<file path="config.mk">
export PLATFORM = sky130hd
export DESIGN_NAME = lane_sequencer
export DESIGN_NICKNAME = d
export VERILOG_FILES = /design/src/hw/lane_pkg.sv /design/src/hw/lane_sequencer.sv
export SDC_FILE = /design/constraint.sdc
export NUM_CORES = 1
export LEC_CHECK = 0
export BUFFER_PORTS_ARGS = -buffer_cell sky130_fd_sc_hd__buf_4
export CORE_MARGIN = 10
export CORE_UTILIZATION = 41
export CTS_CLUSTER_DIAMETER = 150
export CTS_CLUSTER_SIZE = 40
export DETAILED_ROUTE_END_ITERATION = 10
export PLACE_DENSITY = 0.77
export SYNTH_ARGS = -nofsm -noshare
export SYNTH_HDL_FRONTEND = slang
export SYNTH_SLANG_ARGS = --single-unit
</file>
<file path="constraint.sdc">
create_clock -name clk_i -period 1.66 [get_ports clk_i]
set_input_delay 0.083 -clock clk_i [delete_from_list [all_inputs] [get_ports clk_i]]
set_output_delay 0.083 -clock clk_i [all_outputs]
set_load 0.01 [all_outputs]
</file>
<file path="src/hw/lane_pkg.sv">
// Vector lane shared definitions
`default_nettype none

package lane_pkg;

  ////////////////////////////////////////
  // Geometry
  ////////////////////////////////////////

  localparam int unsigned ElemsPerVReg = 8;
  localparam int unsigned NrVRegs      = 32;

  // One VRF word per element of every register
  localparam int unsigned NrVrfWords   = NrVRegs * ElemsPerVReg;

  ////////////////////////////////////////
  // Scalar types
  ////////////////////////////////////////

  typedef logic [31:0] elen_t;
  typedef logic [$clog2(NrVRegs)-1:0] vreg_t;
  typedef logic [$clog2(ElemsPerVReg)-1:0] elem_idx_t;

  // Must also hold vl equal to ElemsPerVReg
  typedef logic [$clog2(ElemsPerVReg+1)-1:0] vlen_t;

  // Register number in the upper bits, element index below
  typedef logic [$bits(vreg_t)+$bits(elem_idx_t)-1:0] vaddr_t;

  typedef logic [1:0] vid_t;

  typedef enum logic [2:0] {
    VADD,
    VSUB,
    VAND,
    VOR,
    VXOR,
    VSTORE
  } lane_op_e;

  ////////////////////////////////////////
  // Request structs
  ////////////////////////////////////////

  // Instruction from the main sequencer
  typedef struct packed {
    vid_t     id;
    lane_op_e op;
    vreg_t    vs1;
    vreg_t    vs2;
    vreg_t    vd;
    vlen_t    vl;
  } pe_req_t;

  // VRF write, from the ALU or the load unit
  typedef struct packed {
    vaddr_t addr;
    elen_t  data;
  } vrf_write_t;

  // Per-element ALU command, aligned with the VRF read data
  typedef struct packed {
    lane_op_e op;
    vaddr_t   addr;
    logic     last;
  } alu_cmd_t;

endpackage

`default_nettype wire

</file>
<file path="src/hw/lane_sequencer.sv">
// Lane instruction sequencer
`timescale 1ns/10ps
`default_nettype none

module lane_sequencer import lane_pkg::*; (
  input  logic    clk_i,
  input  logic    rst_ni,
  // Main sequencer side
  input  pe_req_t pe_req_i,
  input  logic    pe_req_valid_i,
  output logic    pe_req_ready_o,
  // Operand requester side
  output pe_req_t cmd_o,
  output logic    cmd_valid_o,
  input  logic    cmd_ready_i,
  input  logic    retire_i,
  // Completion
  output logic    insn_done_o,
  output vid_t    insn_done_id_o
);

  typedef enum logic [1:0] {
    IDLE,
    ISSUE,
    WAIT
  } state_e;

  state_e  state_q;
  state_e  state_d;
  pe_req_t req_q;
  logic    done_q;
  logic    done_d;
  logic    accept;

  assign pe_req_ready_o = (state_q == IDLE);
  assign accept         = pe_req_valid_i && pe_req_ready_o;

  assign cmd_o       = req_q;
  assign cmd_valid_o = (state_q == ISSUE);

  // req_q keeps the id until a new request lands after the pulse
  assign insn_done_o    = done_q;
  assign insn_done_id_o = req_q.id;

  ////////////////////////////////////////
  // FSM
  ////////////////////////////////////////

  always_comb begin
    state_d = state_q;
    done_d  = 1'b0;
    case (state_q)
      IDLE: begin
        if (accept) begin
          state_d = ISSUE;
        end
      end
      ISSUE: begin
        // A zero-length request retires in the handoff cycle
        if (cmd_ready_i) begin
          if (retire_i) begin
            state_d = IDLE;
            done_d  = 1'b1;
          end else begin
            state_d = WAIT;
          end
        end
      end
      WAIT: begin
        if (retire_i) begin
          state_d = IDLE;
          done_d  = 1'b1;
        end
      end
      default: state_d = IDLE;
    endcase
  end

  always_ff @(posedge clk_i or negedge rst_ni) begin
    if (!rst_ni) begin
      state_q <= IDLE;
      done_q  <= 1'b0;
    end else begin
      state_q <= state_d;
      done_q  <= done_d;
    end
  end

  always_ff @(posedge clk_i) begin
    if (accept) begin
      req_q <= pe_req_i;
    end
  end

endmodule

`default_nettype wire

</file>
==> metrics.yaml <==
status: "completed"
post_drt_wl_per_cell_um: 18.85
drv_slew: 0
dpl_cell_area_mm2: 0.001425
synth_largest_area_cell: "edfxtp_1"
min_to: "insn_done_o"
yosysMostFrequentCell: "edfxtp_1"
grt_pass1_wl_mm: 4.416
peakVddDrop_uv: 1070
core_mm2: 0.002212
max_slew_margin_pct: 79.02
drtPass1Iterations: 4
route.vias.total: 736
cts_resized: 0
syn_nets: 79
power.density_mw_per_mm2: 1221
required_ns: 1.87
place_congestion: 0.7509
cts_tree: "done"
dieHeight_um: 68.32
dieArea_mm2: 0.004667
drive_gt1_share_pct: 51.13
die_x_um: 68.32
synth.avg_cell_area_um2: 20.37
setup_ws_ns: 0.1112
seq_area_frac_synth_pct: 83.14
io_buffers: 57
finalCoreUtilization_pct: 77.43
start_kind: "register"
vias_per_cell: 4.571
holdCritPathClass: "primary input to register"
ctsHtreeMaxLevel: 1
power.total_mw: 2.092
yosys-top-cells-area: "edfxtp_1 75%, dfrtp_1 7.8%, ha_1 3.9%"
dp_hpwl_mm: 1.926
cp_max_fo: 4
setup_tns_ns: 0
cp-end-kind: "register"
antenna_found_initial: 0
worstSetupPathType: "register to register"
design_area_mm2: 0.001713
synth_top_area_share_pct: 75.29
grt_pass1_vias: 812
place_inst: 131
synth_edf_count: 24
grt_max_degree: 25
timing.final.crit_period_ns: 1.549
clk_pin_slew_ns: 0.14
drv_cap: 0
worstHoldStart: "cmd_ready_i"
cts.sinks: 27
cts_root_buffer: "clkbuf_4"
reg2regPathDepth: 5
gr-total-overflow: 0
num_rows: 17
critical_path_arrival_ns: 1.76
area_growth_pct: 78.95
hold_ws_ns: 0.03654
drt_first_iter_violations: 20
ios: 58
synthFlopType: "edfxtp_1"
nFillCells: 117
routed_wl_mm: 3.035
grtUsageTotal_pct: 12.97
ys_ff_latch: 27
synth_common_cells: "24 x edfxtp_1, 3 x dfrtp_1, 3 x ha_1"
rsz0062_at_grt: "false"
finalSetupViolCount: 0
postSynthCellCount: 47
worst_pin_slew_ns: 0.3107
clk_latency_ns: 0.31
timing.rr.start: "state_q[0]"
leakage_nw: 0.7373
fin_crit_sh_pct: 93.30
clock_skew_ns: 0.008784
clock_path_buffers: 2
async_flop_share_pct: 11.11
hold-path-cell-count: 3
reg2reg_slack_ns: 0.11
worstReg2RegEnd: "state_q[0]"
ant_nets: 0
synth_area_um2: 957.2
nets: 166
yosysWarnings: 0
drc_errors: 0
cts_made_buffers: 3
fin_cells: 161
initial_utilization_pct: 43.27
max_freq_mhz: 645.7
antenna_cells: 0
ys_types: 16
hold_violations: 0
place_ws_ns: 0.1480
-- report_power, final --
group | leakage [nW] | internal (mW) | total (mW) | switching (mW)
registers | 0.264 | 0.939 | 1.01 | 0.0722
clock network | 0.0177 | 0.0898 | 0.264 | 0.174
logic | 0.456 | 0.436 | 0.816 | 0.380
total | 0.737 | 1.47 | 2.09 | 0.627
-- cells by family (layout without fill, tap and decap cells) --
family / count (synthesis) / count (layout) / synth area share [%]
compound gates: 3 / 3 / 1.960
fa+ha+maj: 3 / 3 / 3.922
buf+inv: 4 / 90 / 2.353
flops: 27 / 27 / 83.14
mux: 1 / 1 / 1.568
simple gates: 9 / 9 / 7.059
-- worst max-delay path by stage --
stage | startpoint | slack [ns] | end | depth (start not counted)
3_5_place_dp | state_q[0] | 0.15 | state_q[0] | 5
4_1_cts | state_q[0] | 0.12 | state_q[0] | 5
5_1_grt | state_q[0] | 0.09 | state_q[0] | 5
3_3_place_gp | state_q[0] | 0.26 | state_q[0] | 5
2_1_floorplan | state_q[1] | 0.18 | cmd_o[0] | 3
6_report | state_q[0] | 0.11 | state_q[0] | 5
-- placed cells by master (no fill, tap or decap) --
cell type	n
a21oi_1	1
nor2_1	1
dlygate4sd3_1	26
nand3b_1	1
nor3_2	1
ha_1	3
dfrtp_1	3
nand2_1	2
edfxtp_1	24
clkinv_2	1
nor2b_4	1
buf_12	1
o311ai_0	1
and2_2	1
clkbuf_4	3
o21ai_0	1
mux2_4	1
nor2b_2	2
buf_4	57
inv_1	2
-- per-layer routing --
metal	GRT usage (%)	routed length, um
met1	14.84	1210
met2	22.09	1460
met3	5.383	350
met4	3.015	14
met5	0	0
-- state kept, by name, summed over array words and instances (netlist names) --
register and flops:
cmd_o 22, insn_done_id_o 2, insn_done_o 1, state_q 2
-- timing repair --
action	CTS	global route
hold endpoints to repair	28	0
buffers inserted	0	0
hold buffers	26	0
-- cell type report --
type | count | area, um2 | area share, %
clock inverters | 1 | 5.005 | 0.2922
inverters | 2 | 7.507 | 0.4383
clock buffers | 3 | 22.52 | 1.315
well taps | 28 | 35.03 | 2.045
flip-flops and latches | 27 | 795.8 | 46.46
repair buffers | 84 | 708.2 | 41.34
multi-input cells | 16 | 138.9 | 8.108
-- critical path: stages, from the launching register on --
cell,delay [ns]
dfrtp_1,0.43
inv_1,0.09
ha_1,0.25
nor2b_4,0.15
nor3_2,0.21
mux2_4,0.32
Note: power is estimated with default switching activity, not from simulation.
