### src/hw/lane_pkg.sv
// Vector lane shared definitions
`default_nettype none

package lane_pkg;

  ////////////////////////////////////////
  // Geometry
  ////////////////////////////////////////

  localparam int unsigned ElemsPerVReg = 8;
  localparam int unsigned NrVRegs      = 32;

  // One VRF word per element of every register
  localparam int unsigned NrVrfWords   = NrVRegs * ElemsPerVReg;

  ////////////////////////////////////////
  // Scalar types
  ////////////////////////////////////////

  typedef logic [31:0] elen_t;
  typedef logic [$clog2(NrVRegs)-1:0] vreg_t;
  typedef logic [$clog2(ElemsPerVReg)-1:0] elem_idx_t;

  // Must also hold vl equal to ElemsPerVReg
  typedef logic [$clog2(ElemsPerVReg+1)-1:0] vlen_t;

  // Register number in the upper bits, element index below
  typedef logic [$bits(vreg_t)+$bits(elem_idx_t)-1:0] vaddr_t;

  typedef logic [1:0] vid_t;

  typedef enum logic [2:0] {
    VADD,
    VSUB,
    VAND,
    VOR,
    VXOR,
    VSTORE
  } lane_op_e;

  ////////////////////////////////////////
  // Request structs
  ////////////////////////////////////////

  // Instruction from the main sequencer
  typedef struct packed {
    vid_t     id;
    lane_op_e op;
    vreg_t    vs1;
    vreg_t    vs2;
    vreg_t    vd;
    vlen_t    vl;
  } pe_req_t;

  // VRF write, from the ALU or the load unit
  typedef struct packed {
    vaddr_t addr;
    elen_t  data;
  } vrf_write_t;

  // Per-element ALU command, aligned with the VRF read data
  typedef struct packed {
    lane_op_e op;
    vaddr_t   addr;
    logic     last;
  } alu_cmd_t;

endpackage

`default_nettype wire

### src/hw/operand_requester.sv
// Operand requester and VRF write arbiter
`timescale 1ns/10ps
`default_nettype none

module operand_requester import lane_pkg::*; #(
  parameter int unsigned StoreQueueDepth = 4
) (
  input  logic       clk_i,
  input  logic       rst_ni,
  // Lane sequencer
  input  pe_req_t    cmd_i,
  input  logic       cmd_valid_i,
  output logic       cmd_ready_o,
  output logic       retire_o,
  // VRF
  output logic       rd_en_o,
  output vaddr_t     rd_addr_a_o,
  output vaddr_t     rd_addr_b_o,
  output logic       wr_en_o,
  output vrf_write_t wr_o,
  // ALU
  output alu_cmd_t   alu_cmd_o,
  output logic       alu_cmd_valid_o,
  input  vrf_write_t alu_wr_i,
  input  logic       alu_wr_valid_i,
  input  logic       alu_last_i,
  // Store queue
  output logic       stq_push_o,
  input  logic       stq_credit_i,
  // Load unit
  input  logic       ldu_req_i,
  input  vrf_write_t ldu_write_i,
  output logic       ldu_gnt_o
);

  localparam int unsigned CreditW = $clog2(StoreQueueDepth + 1);

  typedef logic [CreditW-1:0] credit_t;

  pe_req_t   cmd_q;
  logic      busy_q;
  vlen_t     elem_q;
  elem_idx_t idx;
  logic      is_store;
  logic      issue;
  logic      issue_last;
  logic      accept;
  credit_t   credit_q;
  logic      issued_q;
  logic      last_q;
  lane_op_e  op_q;
  vaddr_t    dest_q;

  ////////////////////////////////////////
  // Element walker
  ////////////////////////////////////////

  assign cmd_ready_o = !busy_q;
  assign accept      = cmd_valid_i && cmd_ready_o;

  assign idx        = elem_q[$bits(elem_idx_t)-1:0];
  assign is_store   = (cmd_q.op == VSTORE);
  assign issue_last = (elem_q == cmd_q.vl - vlen_t'(1));

  // Stores wait for room in the store queue
  assign issue = busy_q && (!is_store || (credit_q != '0));

  assign rd_en_o     = issue;
  assign rd_addr_a_o = {cmd_q.vs1, idx};
  assign rd_addr_b_o = {cmd_q.vs2, idx};

  always_ff @(posedge clk_i or negedge rst_ni) begin
    if (!rst_ni) begin
      busy_q <= 1'b0;
      elem_q <= '0;
    end else if (accept) begin
      busy_q <= (cmd_i.vl != '0);
      elem_q <= '0;
    end else if (issue) begin
      elem_q <= elem_q + vlen_t'(1);
      if (issue_last) begin
        busy_q <= 1'b0;
      end
    end
  end

  always_ff @(posedge clk_i) begin
    if (accept) begin
      cmd_q <= cmd_i;
    end
  end

  // Reads in flight plus queue entries never exceed the depth
  always_ff @(posedge clk_i or negedge rst_ni) begin
    if (!rst_ni) begin
      credit_q <= credit_t'(StoreQueueDepth);
    end else begin
      credit_q <= credit_q - credit_t'(issue && is_store) + credit_t'(stq_credit_i);
    end
  end

  ////////////////////////////////////////
  // Read data alignment
  ////////////////////////////////////////

  always_ff @(posedge clk_i or negedge rst_ni) begin
    if (!rst_ni) begin
      issued_q <= 1'b0;
      last_q   <= 1'b0;
    end else begin
      issued_q <= issue;
      last_q   <= issue && issue_last;
    end
  end

  always_ff @(posedge clk_i) begin
    op_q   <= cmd_q.op;
    dest_q <= {cmd_q.vd, idx};
  end

  assign alu_cmd_valid_o = issued_q && (op_q != VSTORE);
  assign alu_cmd_o       = '{op: op_q, addr: dest_q, last: last_q};
  assign stq_push_o      = issued_q && (op_q == VSTORE);

  ////////////////////////////////////////
  // Write port and retire
  ////////////////////////////////////////

  // ALU writebacks cannot stall, loads take the leftover cycles
  assign wr_en_o   = alu_wr_valid_i || ldu_req_i;
  assign wr_o      = alu_wr_valid_i ? alu_wr_i : ldu_write_i;
  assign ldu_gnt_o = ldu_req_i && !alu_wr_valid_i;

  assign retire_o = (accept && (cmd_i.vl == '0))
                 || (alu_wr_valid_i && alu_last_i)
                 || (stq_push_o && last_q);

endmodule

`default_nettype wire

### config.mk
export PLATFORM = sky130hd
export DESIGN_NAME = operand_requester
export DESIGN_NICKNAME = d
export VERILOG_FILES = /design/src/hw/lane_pkg.sv /design/src/hw/operand_requester.sv
export SDC_FILE = /design/constraint.sdc
export NUM_CORES = 1
export LEC_CHECK = 0
export BUFFER_PORTS_ARGS = -buffer_cell sky130_fd_sc_hd__buf_2
export CAP_MARGIN = 10
export CORE_ASPECT_RATIO = 0.6
export CORE_MARGIN = 2
export CORE_UTILIZATION = 38
export DETAILED_ROUTE_END_ITERATION = 10
export PLACE_DENSITY = 0.81
export SLEW_MARGIN = 20
export SYNTH_ARGS = -nofsm -noshare
export SYNTH_HDL_FRONTEND = slang
export SYNTH_SLANG_ARGS = --single-unit
### constraint.sdc
create_clock -name clk_i -period 3.2 [get_ports clk_i]
set_clock_uncertainty 0.05 [all_clocks]
set_input_delay 0.48 -clock clk_i [delete_from_list [all_inputs] [get_ports clk_i]]
set_output_delay 0.48 -clock clk_i [all_outputs]
set_load 0.005 [all_outputs]
==> impl_results.md <==
- Status: finished clean
- Hold Startpoint: cmd_q[4]
- Clock power frac: 0.258
- Max Freq: 0.3995 GHz
- # DRC: 0
- GR peak layer: met2
- Avg Cell Area, Syn: 13.26 sq um
- Synth-to-layout area growth: 47.29%
- Yosys warns: 0
- HPWL Detailed: 4660 um
- Vias per cell: 4.490
- Syn_nets: 276
- Mapped cell area: 0.002122 sq mm
- Unrepaired setup endpoints after global routing: false
- Worst r2r src: credit_q[1]
- Filler instances: 507
- Post-route ant nets: 0
- Reg power frac: 0.442
- Max-slew headroom: 0.4183
- Starting density of the core: 0.3864
- Worst Setup SP: credit_q[1]
- Placer congestion estimate: 0.7947
- Gate power share: 0.300
- Post-Route Setup TNS: 0 ns
- IO buf count: 183
- CP required: 3.37 ns
- Internal: 1348 uW
- I/O pin cnt: 186
- Worst skew pair latency: 0.29 ns
- Final cycle utilization of the critical path: 0.7823
- DR pass1 iterations: 4
- Via Count: 1796
- Per-cell routed wire length: 13.85 um
- Max-cap violations: 0
- ANT cells: 0
- Largest family of logic cells by synthesized area: multiplexers
- Delay of the slowest critical-path stage: 0.42 ns
- Die height: 61.89 um
- Cell taking the most area after synthesis: edfxtp_1
- Max Buffers Root-to-Sink: 2
- CP bufs+invs: 2
- WP data arrival: 2.68 ns
- Met3 Use GR: 0.06488
- Root Buffer: clkbuf_8
- Post-synthesis sequential area ratio: 0.5336
- CORE AREA: 0.005492 sq mm
- Yosys reg bits: 43
- First-pass GRT wire length: 7452 um
- Hold Crit Class: register to register
- Grt met2 use: 0.2876
- Clk sinks: 43
- TritonCTS buffer count: 5
- Ratio of cells with drive above 1 in the final layout: 0.7130
- Family with the most delay on the worst path: adder cells
- Dominant synthesized flop cell: edfxtp_1
- Final Setup Violations: 0
- Post-synth top area share: 0.3113
- Min Tclk post-route: 2.503 ns
- Pwr Total: 1873 uW
- Synth Area in XOR/XNOR: 0.04540
- Pin count of the biggest net entering global routing: 44
- Final hold vios: 0
- Synth unique cells: 31
- CP max-delay cell: dfrtp_1
- Startpoint types: register
- Dominant cells by area after synthesis: edfxtp_1, mux2_2, dfrtp_1
- Die area: 0.006218 sq mm
- Post-synthesis adder-cell area fraction: 0.03302
- Met1 Use GR: 0.1825
- Post-cts gate resize count: 0
- Post-synthesis mux area share: 0.2170
- Mapped Cells: 160
- Critical-path cell list: or3_4, o21ai_0, nor2_1, ha_1, inv_1, ha_1, inv_1, fa_1, xnor2_1, xnor2_1
- CTS tree: yes
- LEAKAGE: 0.001539 uW
- VDD IR max: 0.5013 mV
- Rows: 21
- Crit path kind: register to register
- Wirelength, routed: 5541 um
- Total gr overflow: 0
- Slew Limit Fails: 0
- Most common cell in the synthesized netlist: mux2_2
- Critical Path Fanout Max: 4
- Psw: 525.0 uW
- Width of the die: 100.5 um
- Initial antenna violation count: 0
- Final nets: 446
- Switching Share: 0.2803
- Number of global-route vias before repair: 1577
- Power Dens Cells: 599.3 mW/mm^2
- Post-layout instance area: 0.003126 sq mm
- Placed Area: 0.002983 sq mm
- Simple-gate share of the synthesized area: 0.05366
- Post-synth EDFFs: 22
- All-Layer GR Usage: 0.1589
- Initial drt markers: 41
- Reg clk slew, reported paths: 0.08 ns
- Worst Max-Slew Pin Slew: 0.8726 ns
- CP endpoint kind: register
- Compound-Gate Fraction of Synth Area: 0.03007
- Synth top cells by count: mux2_2, edfxtp_1, buf_4
- Level count of the clock H-tree: 2
- Asr flop ratio synth: 0.2326
## layout by cell type (no fill, tap or decap), drive strengths merged
cell / netlist / layout
a21oi: 1 / 1
a221o: 1 / 1
a22o: 1 / 1
and2: 1 / 1
buf: 21 / 184
bufinv: 0 / 2
clkbuf: 1 / 6
dfrtp: 9 / 9
dfstp: 1 / 1
dfxtp: 11 / 11
dlygate4sd3: 0 / 1
edfxtp: 22 / 22
fa: 1 / 1
ha: 4 / 4
inv: 9 / 9
mux2: 40 / 40
mux2i: 1 / 1
nand2: 4 / 4
nand3b: 2 / 2
nor2: 4 / 4
nor2b: 2 / 2
nor3: 1 / 1
nor3b: 1 / 1
nor4: 1 / 1
o2111ai: 1 / 1
o21ai: 5 / 5
or2: 2 / 2
or3: 1 / 1
or4: 1 / 1
xnor2: 8 / 8
xor2: 3 / 3
## power groups by stage
| stage | combinational (uW) | sequential [uW] | clock (uW) |
|---|---|---|---|
| 2_1_floorplan | 385 | 824 | 0 |
| 3_3_place_gp | 554 | 833 | 0 |
| 3_5_place_dp | 569 | 844 | 0 |
| 4_1_cts | 574 | 832 | 496 |
| 5_1_grt | 641 | 849 | 517 |
| 6_report | 562 | 828 | 483 |
## metal layers
metal,part of all wire,vias up
met4,0.0061,0
li1,-,884
met5,0,-
met2,0.50,73
met3,0.094,4
met1,0.40,835
## final cells by class
cell class / count / area (sq um) / share of cell area
Clock inverter: 2 / 60.06 / 0.01922
Timing Repair Buffer: 185 / 933.4 / 0.2986
Clock buffer: 6 / 72.57 / 0.02322
Multi-Input combinational cell: 86 / 807.0 / 0.2582
Tap cell: 69 / 86.33 / 0.02762
Inverter: 9 / 33.78 / 0.01081
Sequential cell: 43 / 1132 / 0.3623
## worst register-to-register path: stages, from the launching register on
cell,delay (ns)
dfrtp_1,0.42
or3_4,0.40
o21ai_0,0.29
nor2_1,0.08
ha_1,0.27
inv_1,0.06
ha_1,0.13
inv_1,0.04
fa_1,0.37
xnor2_1,0.18
xnor2_1,0.14
## flip-flops by register name, indices dropped and copies added, names as in the netlist
signal	flops
last_q	1
dest_q	8
credit_q	3
cmd_q	12
rd_addr_a_o	5
rd_addr_b_o	5
op_q	3
busy_q	1
issued_q	1
elem_q	4
## stage by stage
stage	setup slack, ns	instances	util	hold slack [ns]
final	0.6966	400	0.5692	0.2958
after global routing	0.5264	400	0.5692	0.2921
after CTS	0.6707	400	0.5692	0.2978
after detailed placement	0.7162	391	0.5432	0.2781
after global placement	0.7497	391	0.5432	0.2768
after floorplan	0.8454	160	-	0.1344
## path summary, 6_finish.rpt
| check | to | slack (ns) | cells after the start |
|---|---|---|---|
| worst max-delay path | credit_q[2] | 0.70 | 10 |
| worst min-delay path | dest_q[3] | 0.30 | 0 |
| worst max register to register | credit_q[2] | 0.70 | 10 |
| worst min register to register | dest_q[3] | 0.30 | 0 |
| max in group asynchronous | credit_q[2] | 2.33 | 2 |
| min in group asynchronous | elem_q[2] | 0.51 | 2 |
## what timing repair did
item | 4_1_cts | 5_1_grt
endpoints found under the setup margin | 0 | 0
endpoints found under the hold margin | 9 | 0
setup buffers | 0 | 0
hold buffers | 1 | 0
## logic make-up after synthesis
family / Yosys count
buf+inv: 31
xor+xnor: 11
mux: 41
flops: 43
simple gates: 20
fa+ha+maj: 5
compound gates: 9
Power figures use the tool's default switching activity.
