<file path="src/hw/lane_pkg.sv">
// Vector lane shared definitions
`default_nettype none

package lane_pkg;

  ////////////////////////////////////////
  // Geometry
  ////////////////////////////////////////

  localparam int unsigned ElemsPerVReg = 8;
  localparam int unsigned NrVRegs      = 32;

  // One VRF word per element of every register
  localparam int unsigned NrVrfWords   = NrVRegs * ElemsPerVReg;

  ////////////////////////////////////////
  // Scalar types
  ////////////////////////////////////////

  typedef logic [31:0] elen_t;
  typedef logic [$clog2(NrVRegs)-1:0] vreg_t;
  typedef logic [$clog2(ElemsPerVReg)-1:0] elem_idx_t;

  // Must also hold vl equal to ElemsPerVReg
  typedef logic [$clog2(ElemsPerVReg+1)-1:0] vlen_t;

  // Register number in the upper bits, element index below
  typedef logic [$bits(vreg_t)+$bits(elem_idx_t)-1:0] vaddr_t;

  typedef logic [1:0] vid_t;

  typedef enum logic [2:0] {
    VADD,
    VSUB,
    VAND,
    VOR,
    VXOR,
    VSTORE
  } lane_op_e;

  ////////////////////////////////////////
  // Request structs
  ////////////////////////////////////////

  // Instruction from the main sequencer
  typedef struct packed {
    vid_t     id;
    lane_op_e op;
    vreg_t    vs1;
    vreg_t    vs2;
    vreg_t    vd;
    vlen_t    vl;
  } pe_req_t;

  // VRF write, from the ALU or the load unit
  typedef struct packed {
    vaddr_t addr;
    elen_t  data;
  } vrf_write_t;

  // Per-element ALU command, aligned with the VRF read data
  typedef struct packed {
    lane_op_e op;
    vaddr_t   addr;
    logic     last;
  } alu_cmd_t;

endpackage

`default_nettype wire

</file>
<file path="src/hw/store_queue.sv">
// Store operand queue
`timescale 1ns/10ps
`default_nettype none

module store_queue import lane_pkg::*; #(
  parameter int unsigned StoreQueueDepth = 4
) (
  input  logic  clk_i,
  input  logic  rst_ni,
  input  logic  push_i,
  input  elen_t data_i,
  output elen_t stu_operand_o,
  output logic  stu_operand_valid_o,
  input  logic  stu_operand_ready_i,
  output logic  credit_o
);

  localparam int unsigned PtrW = $clog2(StoreQueueDepth);
  localparam int unsigned CntW = $clog2(StoreQueueDepth + 1);

  typedef logic [PtrW-1:0] ptr_t;
  typedef logic [CntW-1:0] cnt_t;

  elen_t mem [StoreQueueDepth];
  ptr_t  wr_ptr_q;
  ptr_t  rd_ptr_q;
  cnt_t  count_q;
  logic  pop;

  assign stu_operand_valid_o = (count_q != '0);
  assign stu_operand_o       = mem[rd_ptr_q];
  assign pop                 = stu_operand_valid_o && stu_operand_ready_i;

  // One credit back to the requester per element leaving
  assign credit_o = pop;

  always_ff @(posedge clk_i) begin
    if (push_i) begin
      mem[wr_ptr_q] <= data_i;
    end
  end

  // Pointers wrap by compare so any depth works
  always_ff @(posedge clk_i or negedge rst_ni) begin
    if (!rst_ni) begin
      wr_ptr_q <= '0;
      rd_ptr_q <= '0;
      count_q  <= '0;
    end else begin
      if (push_i) begin
        wr_ptr_q <= (wr_ptr_q == ptr_t'(StoreQueueDepth - 1)) ? '0 : wr_ptr_q + ptr_t'(1);
      end
      if (pop) begin
        rd_ptr_q <= (rd_ptr_q == ptr_t'(StoreQueueDepth - 1)) ? '0 : rd_ptr_q + ptr_t'(1);
      end
      count_q <= count_q + cnt_t'(push_i) - cnt_t'(pop);
    end
  end

endmodule

`default_nettype wire

</file>
<file path="config.mk">
export PLATFORM = sky130hd
export DESIGN_NAME = store_queue
export DESIGN_NICKNAME = d
export VERILOG_FILES = /design/src/hw/lane_pkg.sv /design/src/hw/store_queue.sv
export SDC_FILE = /design/constraint.sdc
export NUM_CORES = 1
export LEC_CHECK = 0
export ABC_AREA = 1
export BUFFER_PORTS_ARGS = -buffer_cell sky130_fd_sc_hd__buf_2
export CORE_ASPECT_RATIO = 1.5
export CORE_MARGIN = 2
export CORE_UTILIZATION = 35
export DETAILED_ROUTE_END_ITERATION = 10
export PLACE_DENSITY_LB_ADDON = 0.08
export REMOVE_ABC_BUFFERS = 1
export SETUP_SLACK_MARGIN = 0.02
export SLEW_MARGIN = 5
export SYNTH_ARGS = -nofsm -noshare
export SYNTH_HDL_FRONTEND = slang
export SYNTH_SLANG_ARGS = --single-unit
</file>
<file path="constraint.sdc">
create_clock -name clk_i -period 2.7 [get_ports clk_i]
set_clock_uncertainty 0.2 [all_clocks]
set_input_delay 0.405 -clock clk_i [delete_from_list [all_inputs] [get_ports clk_i]]
set_output_delay 0.405 -clock clk_i [all_outputs]
set_load 0.01 [all_outputs]
</file>
==> results.md, run 1 <==
* Seq cells post-synth at around 140
* Cell depth of the worst flop-to-flop path at 10
* Synth unique cells at 17
* Sequential area share after synthesis at between 70% and 80%
* Final Hold Violating Endpoints at 0
* Arrival @ worst endpoint at about 1.7 ns
* Worst reg2reg setup slack at about 0.53 ns
* Rows at between 50 and 60
* Final setup margin at roughly 0.37 ns
* Detail Route Antenna Nets at 0
* Place WS at approximately 0.55 ns
* Peak Freq at 428 MHz
* Via count at roughly 3,300
* CP peak stage delay at ~0.64 ns
* Die width at 106 um
* Crit path time final at roughly 2.3 ns
* Remaining DRCs at 0
* Critical Path Slowest Stage Cell: dfrtp_4
* Total power at 7.42 mW
* H-tree level count at 4
* # setup viols final at 0
* Wire length per cell at 14.5 um
* Syn Inst Count at 425
* Num ports at 70
* Inserted Clock Buffers at 17
* Worst hold path type: in2reg
* Max rail drop VDD at between 0.5 and 0.6 mV
* Core area at around 15,000 um^2
* Post-Route WL at between 10,000 and 15,000 um
* CTS Root Cell: clkbuf_16
* Final worst-path cycle share at slightly below 90%
* RSZ-0062 raised after global routing: false
* Crit path cell chain: buf_12 -> o211ai_1 -> nand2_1 -> buf_2
* Fin. max-slew vios at 0
* Area delta synth->final at 25.7%
* Largest net degree at the start of global routing at 56
* Worst Setup Start Kind: flop
* Worst-Margin Slew at approximately 0.55 ns
* Port bufs at 69
* CTS tree: built
* Max Buffers Root-to-Sink at 2
* Drt pass-1 iters at 4
* Worst Hold Depth at 1
* GR Util All Layers at between 10% and 20%
* Clk pin slew, worst setup/hold paths at roughly 0.060 ns
* CP endpoint kind: output pin
* Drt initial violations at about 180
* Crit path kind: reg2out
* Ys Warns at 0
* RR Endpoint: count_q[1]
* Final net count at approximately 560
* R2R Path Start: count_q[1]
* Total gr overflow at 0
* Mean post-synth cell area at about 13 um^2
* Share of cells above drive strength 1 at 21.6%
* Inserted Diodes at 0
* Power Dens Cells at around 1100 nW/um^2
* Via/cell ratio at 4.50
* CTS Sinks at 135
* Initial core utilization at between 30% and 40%
* Vias in the first global route at around 3,300
* Die area at between 15,000 and 20,000 um^2
* Worst slew margin at a little under two thirds
* Die height at ~160 um
* First-pass GRT wire length at 17,000 um
* Worst skew pair latency at approximately 0.4 ns
* GPL Wtd Cong at 0.692
* Initial antenna violation count at 0
* Critical Path RT at roughly 2.1 ns
* Hold path endpoint: mem[0][14]
* Post-Syn Area at ~5500 um^2
* Crit Path Max Fanout at 34
* Outcome: complete, no violations
* Max cap viols at 0
* Final HPWL DP at between 6000 and 7000 um
* Post-route setup TNS at 0 ns
* P_leak at between 2 and 3 nW
* CP startpoint: rd_ptr_q[0]
* Hold_sp: data_i[14]
what timing repair did:
| item | in CTS | in global routing |
|---|---|---|
| resized for setup | 0 | 0 |
| setup endpoints to repair | 0 | 1 |
| buffers inserted | 0 | 1 |
| hold buffers | 15 | 1 |
| hold endpoints to repair | 60 | 2 |
synth_stat cells:
| master | count | area share, % |
|---|---|---|
| buf_1 | 1 | 0.069 |
| buf_2 | 18 | 1.6 |
| buf_4 | 1 | 0.14 |
| clkbuf_1 | 1 | 0.069 |
| dfrtp_1 | 7 | 3.2 |
| edfxtp_1 | 128 | 70 |
| fa_1 | 1 | 0.37 |
| ha_1 | 7 | 1.6 |
| inv_1 | 76 | 5.2 |
| inv_2 | 1 | 0.069 |
| nand2_1 | 111 | 7.6 |
| nand3_1 | 2 | 0.18 |
| nor2_1 | 3 | 0.21 |
| o211ai_1 | 64 | 8.8 |
| o21ai_0 | 2 | 0.18 |
| xnor2_1 | 1 | 0.16 |
| xor2_1 | 1 | 0.16 |
sequential cells by signal, indices dropped and copies added (netlist names):
register	count
count_q	3
rd_ptr_q	2
wr_ptr_q	2
mem	128
layout by cell type (no fill, tap or decap), drive strengths merged, types with 2 or more instances in the layout:
cell | netlist | final
clkinvlp | 0 | 4
clkbuf | 1 | 19
o211ai | 64 | 64
buf | 20 | 80
nor2 | 3 | 3
inv | 77 | 78
nand3 | 2 | 2
o21ai | 2 | 2
nand2 | 111 | 111
edfxtp | 128 | 128
ha | 7 | 7
dfrtp | 7 | 7
clkinv | 0 | 5
bufinv | 0 | 3
dlygate4sd3 | 0 | 16
metal layers:
| layer | GRT usage, % | wire length, um | part of all wire, % | vias up |
|---|---|---|---|---|
| li1 | - | - | - | 1645 |
| met1 | 16.7 | 4720 | 44 | 1596 |
| met2 | 22.3 | 5330 | 50 | 57 |
| met3 | 4.31 | 455 | 4.3 | 12 |
| met4 | 6.33 | 185 | 1.7 | 0 |
| met5 | 0 | 0 | 0 | - |
worst max-delay path by stage:
stage and to:
4_1_cts stu_operand_o[29], 5_1_grt stu_operand_o[30], 6_report stu_operand_o[29], 3_3_place_gp count_q[1], 3_5_place_dp count_q[1], 2_1_floorplan stu_operand_o[0]
through the flow:
stage | hold WS, ns | area, um^2 | std cells | util, %
4_1_cts | 0.0000498 | 6840 | 733 | 44.2
3_3_place_gp | 0.0520 | 6100 | 686 | 39.4
2_1_floorplan | -0.0906 | 5360 | 404 | -
5_1_grt | 0.000659 | 6870 | 735 | 44.4
6_report | 0.0150 | 6870 | 735 | 44.4
3_5_place_dp | 0.0494 | 6100 | 686 | 39.4
cell type report:
cell class	count	area, um^2
fill	1420	8610
sequential	135	4020
multi-input combinational	192	1050
timing repair buffer	96	663
clock buffer	19	433
inverter	77	289
tap	203	254
clock inverter	13	155
cells by family (layout without fill, tap and decap cells):
group | Yosys count | after routing | share of synthesized area (%)
AO/OA/AOI/OAI | 66 | 66 | 8.97
XOR/XNOR | 2 | 2 | 0.320
adder cells (fa/ha/maj) | 8 | 8 | 1.97
buffers and inverters | 98 | 205 | 7.21
flip-flops | 135 | 135 | 73.5
AND/OR/NAND/NOR | 116 | 116 | 8.01
critical path, delay by kind of cell (launching register included):
family | cells | cell delay (ns)
and+or+nand+nor | 1 | 0.10
buffers and inverters | 2 | 0.39
DFF | 1 | 0.64
AOI/OAI and AO/OA | 1 | 0.19
where the power goes:
part	total (mW)	internal [mW]	leakage [nW]	switching, mW
combinational	2.26	0.869	1.25	1.39
sequential	2.88	2.70	1.26	0.179
clock	2.28	1.44	0.274	0.831
Power figures use the tool's default switching activity.
==> inputs of run 2 (changes only) <==
--- a/config.mk
+++ b/config.mk
@@ -6,10 +6,12 @@
 export NUM_CORES = 1
 export LEC_CHECK = 0
 export ABC_AREA = 1
+export ABC_CLOCK_PERIOD_IN_PS = 2700
 export BUFFER_PORTS_ARGS = -buffer_cell sky130_fd_sc_hd__buf_2
 export CORE_ASPECT_RATIO = 1.5
-export CORE_MARGIN = 2
+export CORE_MARGIN = 4
 export CORE_UTILIZATION = 35
+export CTS_CLUSTER_DIAMETER = 80
 export DETAILED_ROUTE_END_ITERATION = 10
 export PLACE_DENSITY_LB_ADDON = 0.08
 export REMOVE_ABC_BUFFERS = 1
==> results.md, run 2 (synthesis gave the netlist of run 1 again) <==
* Sw Pwr at roughly 2.5 mW
* Die height at between 150 and 200 um
* Initial core utilization at a little over a third
* Remaining DRCs at 0
* Crit Path Max Fanout at 26
* Crit path time final at roughly 2.4 ns
* Area delta synth->final at 25.1%
* Wire length per cell at 14.8 um
* Clk pwr share at roughly 31%
* # setup viols final at 0
* Final HPWL DP at 6330 um
* Fraction of power spent switching nets at 33.4%
* Final worst-path cycle share at 88.6%
* Arrival @ worst endpoint at roughly 1.8 ns
* Post-Route WL at approximately 11,000 um
* Worst slew margin at a little under two thirds
* First-pass GRT wire length at 17,300 um
* Num ports at 70
* Outcome: complete, no violations
* Via/cell ratio at ~4.5
* Worst-Margin Slew at between 0.5 and 0.6 ns
* Largest net degree at the start of global routing at 51
* Comb power frac at about 30%
* Multi-input logic area at ~1100 um^2
* Total gr overflow at 0
* Worst hold path type: in2reg
* CP endpoint kind: output pin
* CTS Sinks at approximately 140
* Max Buffers Root-to-Sink at 2
* Clk pin slew, worst setup/hold paths at approximately 0.060 ns
* Vias in the first global route at about 3,300
* Critical Path RT at about 2.1 ns
* Power Dens Cells at between 1000 and 1500 nW/um^2
* Crit path kind: reg2out
* Largest registers: mem x128, count_q x3
* Fin. max-slew vios at 0
* Inserted Clock Buffers at 17
* Most frequent cells in the layout: 128 x edfxtp_1, 111 x nand2_1, 72 x inv_1
* Place WS at about 0.56 ns
* Die width at 110 um
* Drt initial violations at approximately 110
* Inserted Diodes at 0
* Peak Freq at 418 MHz
* GR Util All Layers at about an eighth
* Port bufs at 69
* Final net count at ~560
* Max rail drop VDD at about 0.52 mV
* Register with the most flip-flops: mem
* Share of cells above drive strength 1 at 22.4%
* Core area at approximately 15,000 um^2
* Rows at 55
* Worst Setup Start Kind: flop
* Worst skew pair latency at ~0.41 ns
* H-tree level count at 4
* Power Internal at a little under 5 mW
* CTS Root Cell: clkbuf_16
* Detail Route Antenna Nets at 0
* P_leak at ~2.8 nW
* Reg power frac at between 30% and 40%
* Final Hold Violating Endpoints at 0
* Via count at between 3,000 and 4,000
* Die area at ~18,000 um^2
* CTS tree: built
* Initial antenna violation count at 0
* Final setup margin at between 0.3 and 0.4 ns
* Filler Cell Count at approximately 1,400
* Leading cell type in the layout, fill and taps excluded: edfxtp_1
* Total power at 7.41 mW
* GPL Wtd Cong at 0.690
* Max cap viols at 0
* RSZ-0062 raised after global routing: false
* Drt pass-1 iters at 4
* Area occupied by registers at ~4000 um^2
* Max reg flops at roughly 130
## run 2: area by class of cell
class                           count  area share (%)
Multi-Input combinational cell    192            15.4
Tap cell                          199            3.64
Inverter                           77            4.23
Clock buffer                       17            6.22
Clock inverter                     15            2.43
Timing Repair Buffer               96            9.22
Sequential cell                   135            58.8
## run 2: worst paths after layout
kind / endpoint / cells after the start / start / slack (ns)
min in group asynchronous: wr_ptr_q[0] / 2 / rst_ni / 0.15
min: mem[3][13] / 1 / data_i[13] / 0.02
max: stu_operand_o[25] / 5 / rd_ptr_q[0] / 0.31
max in group asynchronous: rd_ptr_q[1] / 2 / rst_ni / 1.97
max reg2reg: count_q[1] / 10 / count_q[1] / 0.55
min reg2reg: wr_ptr_q[0] / 3 / wr_ptr_q[0] / 0.40
## run 2: per-layer routing
| metal | global-route usage, % | up-vias | wire, um |
|---|---|---|---|
| li1 | - | 1654 | - |
| met1 | 16.0 | 1559 | 4660 |
| met2 | 21.5 | 63 | 5550 |
| met3 | 3.80 | 10 | 485 |
| met4 | 4.99 | 0 | 126 |
| met5 | 0 | - | 0 |
## run 2: power by group through the flow
stage / clock [mW] / sequential (mW) / combinational, mW
after CTS: 2.35 / 2.94 / 2.20
after global placement: 0 / 2.97 / 2.17
after floorplan: 0 / 3.05 / 1.15
after global routing: 2.44 / 2.94 / 2.55
final: 2.28 / 2.90 / 2.23
after detailed placement: 0 / 2.99 / 2.18
## run 2: stage by stage
| stage | setup TNS [ns] | std cells | instance area [um^2] | hold WS, ns | util (%) |
|---|---|---|---|---|---|
| final | 0 | 731 | 6840 | 0.0206 | 45.0 |
| after global routing | 0 | 731 | 6840 | 0.0101 | 45.0 |
| after CTS | 0 | 730 | 6810 | 0.000327 | 44.8 |
| after detailed placement | 0 | 683 | 6070 | 0.0487 | 39.9 |
| after global placement | 0 | 683 | 6070 | 0.0490 | 39.9 |
| after floorplan | -19.15 | 404 | 5360 | -0.0906 | - |
## run 2: worst max-delay path, cell delays in order, from the launching register on
cell and delay (ns):
dfrtp_4 0.64, buf_4 0.30, nand2_1 0.09, o211ai_1 0.08, nand2_1 0.10, buf_2 0.15
## run 2: timing repair
action	CTS	global route
hold buffers	15	0
endpoints found under the hold margin	60	0
setup buffers	0	1
setup endpoints to repair	0	6
resized for setup	0	0
==> inputs of run 3 (changes only) <==
--- a/config.mk
+++ b/config.mk
@@ -5,7 +5,6 @@
 export SDC_FILE = /design/constraint.sdc
 export NUM_CORES = 1
 export LEC_CHECK = 0
-export ABC_AREA = 1
 export ABC_CLOCK_PERIOD_IN_PS = 2700
 export BUFFER_PORTS_ARGS = -buffer_cell sky130_fd_sc_hd__buf_2
 export CORE_ASPECT_RATIO = 1.5
==> results.md, run 3 <==
* Synth unique cells at 20
* Worst hold path type: in2reg
* Area leader, netlist: edfxtp_1
* Rows at 53
* Top area cells in the synthesized netlist: edfxtp_1 76%, mux4_2 12%, dfrtp_1 3.4%
* Power Dens Cells at approximately 1100 nW/um^2
* Hold_sp: data_i[18]
* Crit path time final at about 2.5 ns
* Drt pass-1 iters at 4
* Post-Route WL at about 9200 um
* Placed instance area at 5720 um^2
* Remaining DRCs at 0
* Clk pin slew, worst setup/hold paths at 0.06 ns
* Vias in the first global route at around 2,600
* Finished Core Util at 45.5%
* Share of cells above drive strength 1 at a little under half
* Commonest cells in the synthesized netlist: 128 x edfxtp_1, 28 x mux4_2, 7 x dfrtp_1, 7 x ha_1, 7 x inv_1
* CP startpoint: rd_ptr_q[0]
* CTS tree: built
* Port bufs at 69
* Sw Pwr at 1.95 mW
* Worst slew margin at between 60% and 70%
* Power Internal at approximately 5.2 mW
* Leading cell type in the layout, fill and taps excluded: edfxtp_1
* Inserted Diodes at 0
* Most common cell in the netlist: edfxtp_1
* Drt initial violations at 90
* CTS Sinks at ~140
* Critical Path Slowest Stage Cell: dfrtp_4
* Die area at 16,600 um^2
* Main synth FF type: edfxtp_1
* R2R Path Start: count_q[1]
* Number of flops mapped to enable cells by yosys at 128
* Die height at about 160 um
* Final setup margin at around 0.15 ns
* Worst Hold Depth at 1
* Max rail drop VDD at 0.575 mV
* First-pass GRT wire length at 14,500 um
* P_leak at around 2.3 nW
* Finished Cell Area at around 6400 um^2
* Final worst-path cycle share at a little over nine tenths
* Outcome: complete, no violations
* GPL Wtd Cong at ~0.64
* Cell depth of the worst flop-to-flop path at 9
* Crit path cell chain: buf_12 -> mux4_1 -> buf_2
* Register with the most flip-flops: mem
* Crit path kind: reg2out
* Largest net degree at the start of global routing at 19
* Worst hold slack at 0.0120 ns
* Area delta synth->final at 26.4%
* Final Hold Violating Endpoints at 0
* Mean post-synth cell area at ~25 um^2
* CP endpoint kind: output pin
* Sequential area share after synthesis at 79.1%
* Fin. max-slew vios at 0
* Peak Freq at 393 MHz
* Post-Syn Area at a little over 5000 um^2
* H-tree level count at 4
* Die width at about 110 um
* Max cap viols at 0
* Initial core utilization at ~36%
* Max Buffers Root-to-Sink at 2
* Clk pwr share at 33.9%
* Max reg flops at 128
* Via/cell ratio at 4.55
* Seq cells post-synth at 135
* Comb power frac at between 20% and 30%
* Critical Path RT at approximately 2.1 ns
* Largest registers: mem x128, count_q x3
* Via count at roughly 2,300
* # setup viols final at 0
* Reg power frac at between 40% and 50%
* Initial antenna violation count at 1
* Yosys top cell area share at roughly 76%
* Worst Setup Start Kind: flop
* Ys Warns at 0
* Core area at between 10,000 and 15,000 um^2
* Total gr overflow at 0
* RSZ-0062 raised after global routing: false
* Fraction of power spent switching nets at 27.3%
* Most frequent cells in the layout: 128 x edfxtp_1, 69 x buf_2, 28 x mux4_2
* Final net count at around 350
* Detail Route Antenna Nets at 0
* Place WS at approximately 0.32 ns
* Arrival @ worst endpoint at 1.94 ns
* GR Util All Layers at a little under an eighth
* CTS Root Cell: clkbuf_16
* Worst skew pair latency at ~0.4 ns
* Wire length per cell at between 15 and 20 um
* Num ports at 70
* Final HPWL DP at between 5000 and 6000 um
* Synth async-reset ratio at 5.19%
* Worst-Margin Slew at slightly above 0.5 ns
* Post-CTS Setup Inserts at 0
* CP peak stage delay at ~0.59 ns
* Inserted Clock Buffers at 17
* Crit Path Max Fanout at 17
* Syn Inst Count at 205
[run 3: layout make-up]
cell class	count	area (um^2)
clock buffers	18	429
clock inverters	14	199
fillers	1240	7700
inverters	7	26.3
multi-input cells	55	953
flip-flops and latches	135	4020
well taps	192	240
repair buffers	86	553
[run 3: final timing paths]
| check | endpoint | slack [ns] |
|---|---|---|
| max reg2reg | count_q[2] | 0.32 |
| max | stu_operand_o[0] | 0.15 |
| max in group asynchronous | rd_ptr_q[0] | 1.94 |
| min in group asynchronous | count_q[1] | 0.17 |
| min reg2reg | count_q[2] | 0.32 |
| min | mem[1][18] | 0.01 |
[run 3: repair_timing]
action                                  4_1_cts  5_1_grt
resized for setup                             1        0
hold buffers                                  7        0
hold endpoints to repair                     28        0
endpoints found under the setup margin        3        0
[run 3: power groups by stage]
stage	clock [mW]	combinational, mW	sequential [mW]
final	2.42	1.82	2.91
after global routing	2.56	2.01	2.96
after global placement	0	1.88	2.95
after detailed placement	0	1.88	2.96
after CTS	2.47	1.89	2.93
after floorplan	0	1.02	2.98
[run 3: kinds of logic (layout without fill, tap and decap cells)]
logic type / after synthesis / in the layout / synth area share [%]
flip-flops: 135 / 135 / 79.1
multiplexers: 34 / 34 / 14.9
buffers and inverters: 15 / 125 / 2.29
adder cells (fa/ha/maj): 8 / 8 / 2.12
AND/OR/NAND/NOR: 8 / 8 / 0.935
AO/OA/AOI/OAI: 3 / 3 / 0.345
XOR/XNOR: 2 / 2 / 0.345
[run 3: critical path, delay by kind of cell (launching register included)]
| family | cells | cell delay [ns] |
|---|---|---|
| mux | 1 | 0.55 |
| flops | 1 | 0.59 |
| buf+inv | 2 | 0.38 |
[run 3: per-stage QoR]
| stage | setup TNS (ns) | cells | total power [mW] |
|---|---|---|---|
| finish | 0 | 507 | 7.14 |
| global route | 0 | 507 | 7.52 |
| CTS | 0 | 507 | 7.29 |
| detailed placement | 0 | 468 | 4.85 |
| global placement | 0 | 468 | 4.83 |
| floorplan | -0.148 | 197 | 4.00 |
[run 3: metal layers]
layer	share of wire [%]	GRT usage (%)
met5	0.14	0
met1	42	15.1
met2	51	19.0
met4	0.95	4.07
met3	5.8	4.64
